$ cat src/rtl/debug_macros.svh
`ifndef DEBUG_MACROS_SVH
`define DEBUG_MACROS_SVH

//////////////////////////////////////////////////////////////////////
// Widths
//////////////////////////////////////////////////////////////////////

`define BYTE_W      8              // UART byte.
`define WORD_W      32             // Instruction and result word.
`define ADDR_W      11             // Program memory address.

`define DUMP_WORDS  10             // Result words per dump.
`define HALT_INSTR  32'hFFFF_FFFF  // Ends a program load.

//////////////////////////////////////////////////////////////////////
// Host protocol bytes
//////////////////////////////////////////////////////////////////////

`define CMD_RESET   8'h00          // Soft reset request.
`define CMD_LOAD    8'h01          // Load program and the reset reply.
`define CMD_RUN     8'h03          // Continuous mode.
`define CMD_STEP    8'h07          // Step mode.

// Host acks for the four bytes of a dump word.
`define ACK_B3      8'h08
`define ACK_B2      8'h10
`define ACK_B1      8'h18
`define ACK_B0      8'h20

`endif
$ cat src/rtl/debug_pkg.sv
`default_nettype none

`include "debug_macros.svh"

package debug_pkg;

  typedef logic [`BYTE_W-1:0] byte_t;  // One UART byte.
  typedef logic [`WORD_W-1:0] word_t;  // Instruction or result.
  typedef logic [`ADDR_W-1:0] addr_t;  // Program memory address.

  // Result bank select with 0 idle, 1 execution and 2 up for the words.
  typedef logic [3:0] dump_idx_t;

  // Command FSM states, one-hot.
  typedef enum logic [9:0] {
    idle       = 10'b00_0000_0001,  // Waits for soft reset command.
    soft_reset = 10'b00_0000_0010,  // Holds processor in reset.
    wait_ack   = 10'b00_0000_0100,  // Replies and waits for load.
    load       = 10'b00_0000_1000,  // Receives program bytes.
    wait_start = 10'b00_0001_0000,  // Waits for run or step.
    execute    = 10'b00_0010_0000,
    send_b3    = 10'b00_0100_0000,  // Most significant byte.
    send_b2    = 10'b00_1000_0000,
    send_b1    = 10'b01_0000_0000,
    send_b0    = 10'b10_0000_0000   // Least significant byte.
  } dbg_state_t;

endpackage

`default_nettype wire

$ cat src/rtl/debug_unit.sv
`timescale 1ns/1ps
`default_nettype none

module debug_unit (
  input  logic                  i_clock,
  input  logic                  i_reset,
  input  logic                  i_rx_done,
  input  debug_pkg::byte_t      i_rx_data,
  input  logic                  i_tx_done,         // Unused UART transmit done.
  input  logic                  i_soft_reset_ack,
  input  logic                  i_flag_halt,
  input  debug_pkg::word_t      i_result_word,
  output logic                  o_tx_start,
  output debug_pkg::byte_t      o_tx_data,
  output logic                  o_soft_reset,      // Active low.
  output logic                  o_mem_write,
  output debug_pkg::addr_t      o_mem_addr,
  output debug_pkg::word_t      o_mem_data,
  output logic                  o_enable_pc,
  output logic                  o_enable_pipeline,
  output debug_pkg::dump_idx_t  o_result_sel
);

  import debug_pkg::*;

  dbg_state_t state;        // Broadcast FSM state.
  logic       rx_strobe;    // One cycle per accepted byte.
  logic       wait_ack_tx;
  logic       step_mode;
  logic       load_done;
  logic       run_done;
  logic       dump_done;

  debug_fsm u_fsm (
    .i_clock          (i_clock),
    .i_reset          (i_reset),
    .i_rx_done        (i_rx_done),
    .i_rx_data        (i_rx_data),
    .i_soft_reset_ack (i_soft_reset_ack),
    .i_flag_halt      (i_flag_halt),
    .i_step_mode      (step_mode),
    .i_load_done      (load_done),
    .i_run_done       (run_done),
    .i_dump_done      (dump_done),
    .o_state          (state),
    .o_rx_strobe      (rx_strobe),
    .o_soft_reset     (o_soft_reset),
    .o_wait_ack_tx    (wait_ack_tx)
  );

  program_loader u_loader (
    .i_clock     (i_clock),
    .i_reset     (i_reset),
    .i_state     (state),
    .i_rx_strobe (rx_strobe),
    .i_rx_data   (i_rx_data),
    .o_mem_write (o_mem_write),
    .o_mem_addr  (o_mem_addr),
    .o_mem_data  (o_mem_data),
    .o_load_done (load_done)
  );

  run_control u_run (
    .i_clock           (i_clock),
    .i_reset           (i_reset),
    .i_state           (state),
    .i_rx_strobe       (rx_strobe),
    .i_rx_data         (i_rx_data),
    .i_flag_halt       (i_flag_halt),
    .o_step_mode       (step_mode),
    .o_enable_pc       (o_enable_pc),
    .o_enable_pipeline (o_enable_pipeline),
    .o_run_done        (run_done)
  );

  result_dump u_dump (
    .i_clock       (i_clock),
    .i_reset       (i_reset),
    .i_state       (state),
    .i_rx_strobe   (rx_strobe),
    .i_rx_data     (i_rx_data),
    .i_result_word (i_result_word),
    .i_wait_ack_tx (wait_ack_tx),
    .o_tx_start    (o_tx_start),
    .o_tx_data     (o_tx_data),
    .o_result_sel  (o_result_sel),
    .o_dump_done   (dump_done)
  );

endmodule

`default_nettype wire

$ cat src/rtl/result_dump.sv
`timescale 1ns/1ps
`default_nettype none

`include "debug_macros.svh"

module result_dump (
  input  logic                  i_clock,
  input  logic                  i_reset,
  input  debug_pkg::dbg_state_t i_state,
  input  logic                  i_rx_strobe,
  input  debug_pkg::byte_t      i_rx_data,
  input  debug_pkg::word_t      i_result_word,
  input  logic                  i_wait_ack_tx,
  output logic                  o_tx_start,
  output debug_pkg::byte_t      o_tx_data,
  output debug_pkg::dump_idx_t  o_result_sel,
  output logic                  o_dump_done
);

  import debug_pkg::*;

  dump_idx_t word_idx;          // Word being sent.
  logic      in_send;
  logic      word_acked;        // Last byte of the word acknowledged.
  logic      last_word;

  assign in_send    = (i_state == send_b3) || (i_state == send_b2) ||
                      (i_state == send_b1) || (i_state == send_b0);
  assign word_acked = (i_state == send_b0) && i_rx_strobe && (i_rx_data == `ACK_B0);
  assign last_word  = (word_idx == dump_idx_t'(`DUMP_WORDS - 1));

  always_ff @(posedge i_clock) begin
    if (!i_reset) begin
      word_idx <= '0;
    end else if (!in_send) begin
      word_idx <= '0;
    end else if (word_acked) begin
      word_idx <= last_word ? '0 : word_idx + 1'b1;
    end
  end

  always_comb begin
    case (i_state)
      send_b3: o_tx_data = i_result_word[31:24];
      send_b2: o_tx_data = i_result_word[23:16];
      send_b1: o_tx_data = i_result_word[15:8];
      send_b0: o_tx_data = i_result_word[7:0];
      default: o_tx_data = i_wait_ack_tx ? `CMD_LOAD : '0;  // Reset reply.
    endcase
  end

  assign o_tx_start   = in_send || i_wait_ack_tx;     // Held until acked.
  assign o_result_sel = in_send ? dump_idx_t'(word_idx + 4'd2) :
                        (i_state == execute) ? 4'd1 : 4'd0;
  assign o_dump_done  = word_acked && last_word;

endmodule

`default_nettype wire

$ cat src/rtl/run_control.sv
`timescale 1ns/1ps
`default_nettype none

module run_control (
  input  logic                  i_clock,
  input  logic                  i_reset,
  input  debug_pkg::dbg_state_t i_state,
  input  logic                  i_rx_strobe,
  input  debug_pkg::byte_t      i_rx_data,
  input  logic                  i_flag_halt,
  output logic                  o_step_mode,
  output logic                  o_enable_pc,
  output logic                  o_enable_pipeline,
  output logic                  o_run_done
);

  import debug_pkg::*;

  localparam int MODE_BIT = 2;  // Command bit that selects step mode.

  logic step_q;                 // 0 continuous, 1 step.
  logic stepped_q;              // The single step has been issued.
  logic in_exec;
  logic run_en;

  assign in_exec = (i_state == execute);

  always_ff @(posedge i_clock) begin
    if (!i_reset) begin
      step_q    <= 1'b0;
      stepped_q <= 1'b0;
    end else begin
      if ((i_state == wait_start) && i_rx_strobe) step_q <= i_rx_data[MODE_BIT];
      stepped_q <= in_exec && step_q;
    end
  end

  // Step mode runs one cycle; continuous mode runs until HALT.
  assign run_en     = in_exec && (step_q ? !stepped_q : !i_flag_halt);
  assign o_run_done = in_exec && (step_q ? stepped_q : i_flag_halt);

  assign o_step_mode       = step_q;
  assign o_enable_pc       = run_en;
  assign o_enable_pipeline = run_en;

endmodule

`default_nettype wire

$ cat src/rtl/program_loader.sv
`timescale 1ns/1ps
`default_nettype none

`include "debug_macros.svh"

module program_loader (
  input  logic                  i_clock,
  input  logic                  i_reset,
  input  debug_pkg::dbg_state_t i_state,
  input  logic                  i_rx_strobe,
  input  debug_pkg::byte_t      i_rx_data,
  output logic                  o_mem_write,
  output debug_pkg::addr_t      o_mem_addr,
  output debug_pkg::word_t      o_mem_data,
  output logic                  o_load_done
);

  import debug_pkg::*;

  logic [1:0] byte_cnt;      // Bytes of the current word.
  addr_t      addr_q;
  word_t      word_q;        // Shift register, MSB first.
  word_t      word_next;
  logic       mem_write_q;
  logic       load_done_q;
  logic       in_load;
  logic       take_byte;
  logic       word_full;

  assign in_load   = (i_state == load);
  assign take_byte = in_load && i_rx_strobe;
  assign word_full = take_byte && (byte_cnt == 2'd3);  // Fourth byte.
  assign word_next = {word_q[`WORD_W-`BYTE_W-1:0], i_rx_data};

  always_ff @(posedge i_clock) begin
    if (take_byte) word_q <= word_next;
  end

  always_ff @(posedge i_clock) begin
    if (!i_reset) begin
      byte_cnt    <= 2'd0;
      addr_q      <= '0;
      mem_write_q <= 1'b0;
      load_done_q <= 1'b0;
    end else begin
      mem_write_q <= word_full && (word_next != `HALT_INSTR);
      load_done_q <= word_full && (word_next == `HALT_INSTR);
      if (!in_load) begin
        byte_cnt <= 2'd0;                  // Fresh load each time.
        addr_q   <= '0;
      end else begin
        if (take_byte) byte_cnt <= byte_cnt + 2'd1;
        if (mem_write_q) addr_q <= addr_q + 1'b1;  // Step after the write.
      end
    end
  end

  assign o_mem_write = mem_write_q;
  assign o_mem_addr  = addr_q;
  assign o_mem_data  = word_q;
  assign o_load_done = load_done_q;

endmodule

`default_nettype wire

$ cat src/rtl/debug_fsm.sv
`timescale 1ns/1ps
`default_nettype none

`include "debug_macros.svh"

module debug_fsm (
  input  logic                  i_clock,
  input  logic                  i_reset,
  input  logic                  i_rx_done,
  input  debug_pkg::byte_t      i_rx_data,
  input  logic                  i_soft_reset_ack,  // Active low.
  input  logic                  i_flag_halt,
  input  logic                  i_step_mode,
  input  logic                  i_load_done,
  input  logic                  i_run_done,
  input  logic                  i_dump_done,
  output debug_pkg::dbg_state_t o_state,
  output logic                  o_rx_strobe,
  output logic                  o_soft_reset,
  output logic                  o_wait_ack_tx
);

  import debug_pkg::*;

  dbg_state_t state;
  dbg_state_t state_next;
  logic       rx_done_q;
  logic       rx_strobe;

  // A byte counts on the falling edge of the receive pulse.
  assign rx_strobe = ~i_rx_done & rx_done_q;

  //////////////////////////////////////////////////////////////////////
  // State and edge registers
  //////////////////////////////////////////////////////////////////////

  always_ff @(posedge i_clock) begin
    if (!i_reset) begin
      state     <= idle;
      rx_done_q <= 1'b0;
    end else begin
      state     <= state_next;
      rx_done_q <= i_rx_done;
    end
  end

  //////////////////////////////////////////////////////////////////////
  // Next state
  //////////////////////////////////////////////////////////////////////

  always_comb begin
    state_next = state;                              // Hold by default.
    case (state)
      idle: begin
        if (rx_strobe && (i_rx_data == `CMD_RESET)) state_next = soft_reset;
      end
      soft_reset: begin
        if (!i_soft_reset_ack) state_next = wait_ack;  // Processor is in reset.
      end
      wait_ack: begin
        if (rx_strobe && (i_rx_data == `CMD_LOAD)) state_next = load;
      end
      load: begin
        if (i_load_done) state_next = wait_start;      // HALT received.
      end
      wait_start: begin
        if (rx_strobe && ((i_rx_data == `CMD_RUN) || (i_rx_data == `CMD_STEP))) begin
          state_next = execute;
        end
      end
      execute: begin
        if (i_run_done) state_next = send_b3;
      end
      send_b3: begin
        if (rx_strobe && (i_rx_data == `ACK_B3)) state_next = send_b2;
      end
      send_b2: begin
        if (rx_strobe && (i_rx_data == `ACK_B2)) state_next = send_b1;
      end
      send_b1: begin
        if (rx_strobe && (i_rx_data == `ACK_B1)) state_next = send_b0;
      end
      send_b0: begin
        if (rx_strobe && (i_rx_data == `ACK_B0)) begin
          if (!i_dump_done) begin
            state_next = send_b3;                    // Next result word.
          end else if (!i_step_mode || i_flag_halt) begin
            state_next = idle;                       // Program finished.
          end else begin
            state_next = wait_start;                 // Await next step.
          end
        end
      end
      default: state_next = idle;
    endcase
  end

  assign o_state       = state;
  assign o_rx_strobe   = rx_strobe;
  assign o_soft_reset  = (state != soft_reset);    // Low only while resetting.
  assign o_wait_ack_tx = (state == wait_ack);

endmodule

`default_nettype wire

$ cat config.mk
export PLATFORM = sky130hd
export DESIGN_NAME = debug_unit
export DESIGN_NICKNAME = d
export VERILOG_FILES = /design/src/rtl/debug_pkg.sv /design/src/rtl/debug_unit.sv /design/src/rtl/result_dump.sv /design/src/rtl/run_control.sv /design/src/rtl/program_loader.sv /design/src/rtl/debug_fsm.sv
export VERILOG_INCLUDE_DIRS = /design/src /design/src/rtl
export SDC_FILE = /design/constraint.sdc
export NUM_CORES = 1
export LEC_CHECK = 0
export ABC_AREA = 1
export BUFFER_PORTS_ARGS = -buffer_cell sky130_fd_sc_hd__clkbuf_2
export CAP_MARGIN = 20
export CORE_ASPECT_RATIO = 0.7
export CORE_MARGIN = 5
export CORE_UTILIZATION = 30
export DETAILED_ROUTE_END_ITERATION = 8
export SLEW_MARGIN = 30
export SYNTH_ARGS = -nofsm -noshare
export SYNTH_HDL_FRONTEND = slang
export SYNTH_SLANG_ARGS = --single-unit
$ cat constraint.sdc
create_clock -name i_clock -period 3.42 [get_ports i_clock]
set_input_delay 0.171 -clock i_clock [delete_from_list [all_inputs] [get_ports i_clock]]
set_output_delay 0.171 -clock i_clock [all_outputs]
set_load 0.02 [all_outputs]
==> results.json <==
{
  "dr.pass1.iters": 4,
  "synth_cells": 385,
  "skew_ns": 0.00456,
  "synth_area_mm2": 0.00314,
  "vias": 2910,
  "seq_power_share": 0.346,
  "layout_commonest_cell": "clkbuf_2",
  "synthAdderAreaFrac": 0.0120,
  "antenna_found_initial": 0,
  "dpl-instance-area_mm2": 0.00381,
  "finalWirelength_mm": 8.06,
  "min_period_ns": 2.58,
  "path_cells": "nor2_2, nand2_2, nor3_2, nor2_1, nand3_2, inv_1, o21bai_1, inv_1, clkbuf_2",
  "worstSetupEndpointType": "output port",
  "drtIter0Drc": 216,
  "final.setup.tns_ns": 0,
  "power_frac_comb": 0.331,
  "leakage_uw": 0.00182,
  "timing.fmax_ghz": 0.388,
  "critPathBufInv": 3,
  "die_h_um": 95.6,
  "initial_utilization": 0.305,
  "die_area_mm2": 0.0126,
  "path_class": "reg -> out",
  "synth_simple_gate_area_share": 0.358,
  "drc_errors": 0,
  "gp_congestion": 0.881,
  "synth_seq_cells": 64,
  "port-buffer-count": 104,
  "max_slew.worst_pin.slew_ns": 0.766,
  "internal_power_uw": 1690,
  "max_stage_delay_ns": 0.66,
  "layout_common_cells": "104 x clkbuf_2, 96 x nand2_1, 62 x nor2_1",
  "dp_hpwl_mm": 6.28,
  "required_ns": 3.25,
  "yosysUniqueCellTypes": 35,
  "htreeDepth": 3,
  "io_pins": 106,
  "rsz0062_at_grt": "no",
  "grt_pass1_wl_mm": 13.1,
  "crit_path_top_delay_cell": "nor3_2",
  "cts_buffer_depth": 2,
  "drv_cap": 0,
  "cts-root-buf": "clkbuf_16",
  "clk_pin_slew_ns": 0.05,
  "core_area_mm2": 0.0103,
  "synth_compound_area_frac": 0.0343,
  "syn_nets": 434,
  "cp_max_fo": 11,
  "critPathLaunchType": "flip-flop",
  "wl_per_cell_um": 12.7,
  "p_sw_frac": 0.369,
  "syn_avg_cell_area_um2": 8.15,
  "antenna_cells": 0,
  "period_share": 0.754,
  "cts_hold_buffers": 0,
  "synth_top_family_by_area": "simple AND/OR/NAND/NOR gates",
  "holdWs_ns": 0.0426,
  "hold_viol": 0,
  "status": "completed",
  "synthXorXnorAreaFrac": 0.0223,
  "synth_mux_area_frac": 0,
  "die_w_um": 132,
  "power.switching_uw": 988,
  "post-cts-setup-buffer-count": 0,
  "worst_skew_pair.late_latency_ns": 0.32,
  "vdd_ir_drop_max_uv": 249,
  "finalMaxSlewViolations": 0,
  "final_area_mm2": 0.00409,
  "nFillCells": 1054,
  "grt_usage": 0.130,
  "grt_overflow": 0,
  "relSlewSlack": 0.487,
  "hold_class": "in -> reg",
  "total_power_uw": 2680,
  "clkSinkCount": 64,
  "finalSetupViolCount": 0,
  "postCtsResizedCells": 0,
  "power_frac_clock": 0.323,
  "cts_tree": "yes",
  "cts_buffers": 9,
  "drt-vias-per-instance": 4.60,
  "grt_pass1_vias": 2847,
  "ys_warn_count": 0,
  "drive_gt1_frac": 0.299,
  "ys_seq_area_frac": 0.510,
  "power_density_mw_per_mm2": 654,
  "cp_data_arrival_time_ns": 2.41,
  "rows": 31,
  "grt_max_degree": 34,
  "antenna_left": 0,
  "area_growth_syn_to_layout_pct": 30.4,
  "critPathMostFrequentCell": "inv_1",
  "cp_top_family": "simple AND/OR/NAND/NOR gates",
  "nNetsFinal": 546
}
[state kept, by name, indices dropped and copies added, names as in the netlist]
name,flops
u_loader.o_load_done,1
u_dump.word_idx,4
u_loader.o_mem_addr,11
u_loader.o_mem_write,1
u_fsm.rx_done_q,1
u_loader.byte_cnt,2
u_run.stepped_q,1
u_fsm.o_state,10
u_run.o_step_mode,1
u_loader.o_mem_data,32
[routing by layer]
metal	part of all wire	up-vias	routed length, um	GRT usage
met1	0.46	1298	3680	0.165
met5	0	-	0	0
met3	0.095	6	767	0.0506
li1	-	1484	-	-
met2	0.44	122	3540	0.207
met4	0.0086	0	69	0.0356
[cell type report]
| type | instances | area, um^2 | share of cell area |
|---|---|---|---|
| inverters | 45 | 169 | 0.0413 |
| well taps | 132 | 165 | 0.0404 |
| clock buffers | 9 | 225 | 0.0550 |
| flip-flops and latches | 64 | 1600 | 0.391 |
| repair buffers | 105 | 528 | 0.129 |
| clock inverters | 6 | 61.3 | 0.0150 |
| multi-input cells | 272 | 1340 | 0.328 |
[synthesized netlist by cell type]
library cell / count / area [um^2]
nand2_1: 96 / 360
nor2_1: 63 / 236
inv_1: 40 / 150
dfxtp_1: 32 / 641
edfxtp_1: 32 / 961
nand3_1: 23 / 115
nand4_1: 18 / 113
nor3_1: 11 / 55.1
a21oi_1: 9 / 45.0
nor2_2: 9 / 56.3
nand2_2: 6 / 37.5
xor2_1: 6 / 52.6
inv_2: 5 / 18.8
o21ai_0: 4 / 20.0
ha_1: 3 / 37.5
nor2_4: 3 / 33.8
nor4_1: 3 / 18.8
and3_1: 2 / 12.5
nor3_2: 2 / 20.0
nor3b_2: 2 / 25.0
xnor2_1: 2 / 17.5
a22o_1: 1 / 8.76
buf_2: 1 / 5.00
buf_4: 1 / 7.51
buf_6: 1 / 11.3
clkbuf_1: 1 / 3.75
nand2_4: 1 / 11.3
nand3_2: 1 / 10.0
nand3b_1: 1 / 7.51
o21a_1: 1 / 7.51
o21bai_1: 1 / 7.51
o221a_2: 1 / 11.3
o31ai_1: 1 / 7.51
or2_0: 1 / 6.26
or2_2: 1 / 6.26
[worst min-delay path, cell delays in order]
cell and delay [ns]:
clkbuf_2 0.09, nand2_1 0.04, inv_1 0.04
[through the flow]
stage          setup slack, ns  utilization  cells
3_5_place_dp              1.16        0.370    618
5_1_grt                  0.593        0.398    633
6_report                 0.842        0.398    633
3_3_place_gp              1.19        0.370    618
2_1_floorplan            0.695            -    385
4_1_cts                  0.799        0.398    633
[power groups by stage]
stage          Clock, uW  Combinational, uW  Sequential, uW
6_report             865                887             926
5_1_grt              927               1020             934
4_1_cts              896                881             924
3_5_place_dp           0                876             940
3_3_place_gp           0                857             935
2_1_floorplan          0                721             928
[worst paths after layout]
kind | from | endpoint | slack (ns) | cells past startpoint
max reg2reg | u_fsm.o_state[6]$_SDFFE_PN0P_ | u_fsm.o_state[1]$_SDFFE_PN0P_ | 1.32 | 10
min | i_rx_done | u_fsm.rx_done_q$_SDFF_PN0_ | 0.04 | 3
min reg2reg | u_loader.o_mem_data[0]$_DFFE_PP_ | u_loader.o_mem_data[8]$_DFFE_PP_ | 0.48 | 0
max | u_fsm.o_state[6]$_SDFFE_PN0P_ | o_result_sel[0] | 0.84 | 9
[cell families (layout without fill, tap and decap cells)]
group,after synthesis,count (layout)
simple gates,243,243
flops,64,64
buf+inv,49,165
compound gates,18,18
xor+xnor,8,8
fa+ha+maj,3,3
No activity file was read; power rests on OpenSTA's default activity.
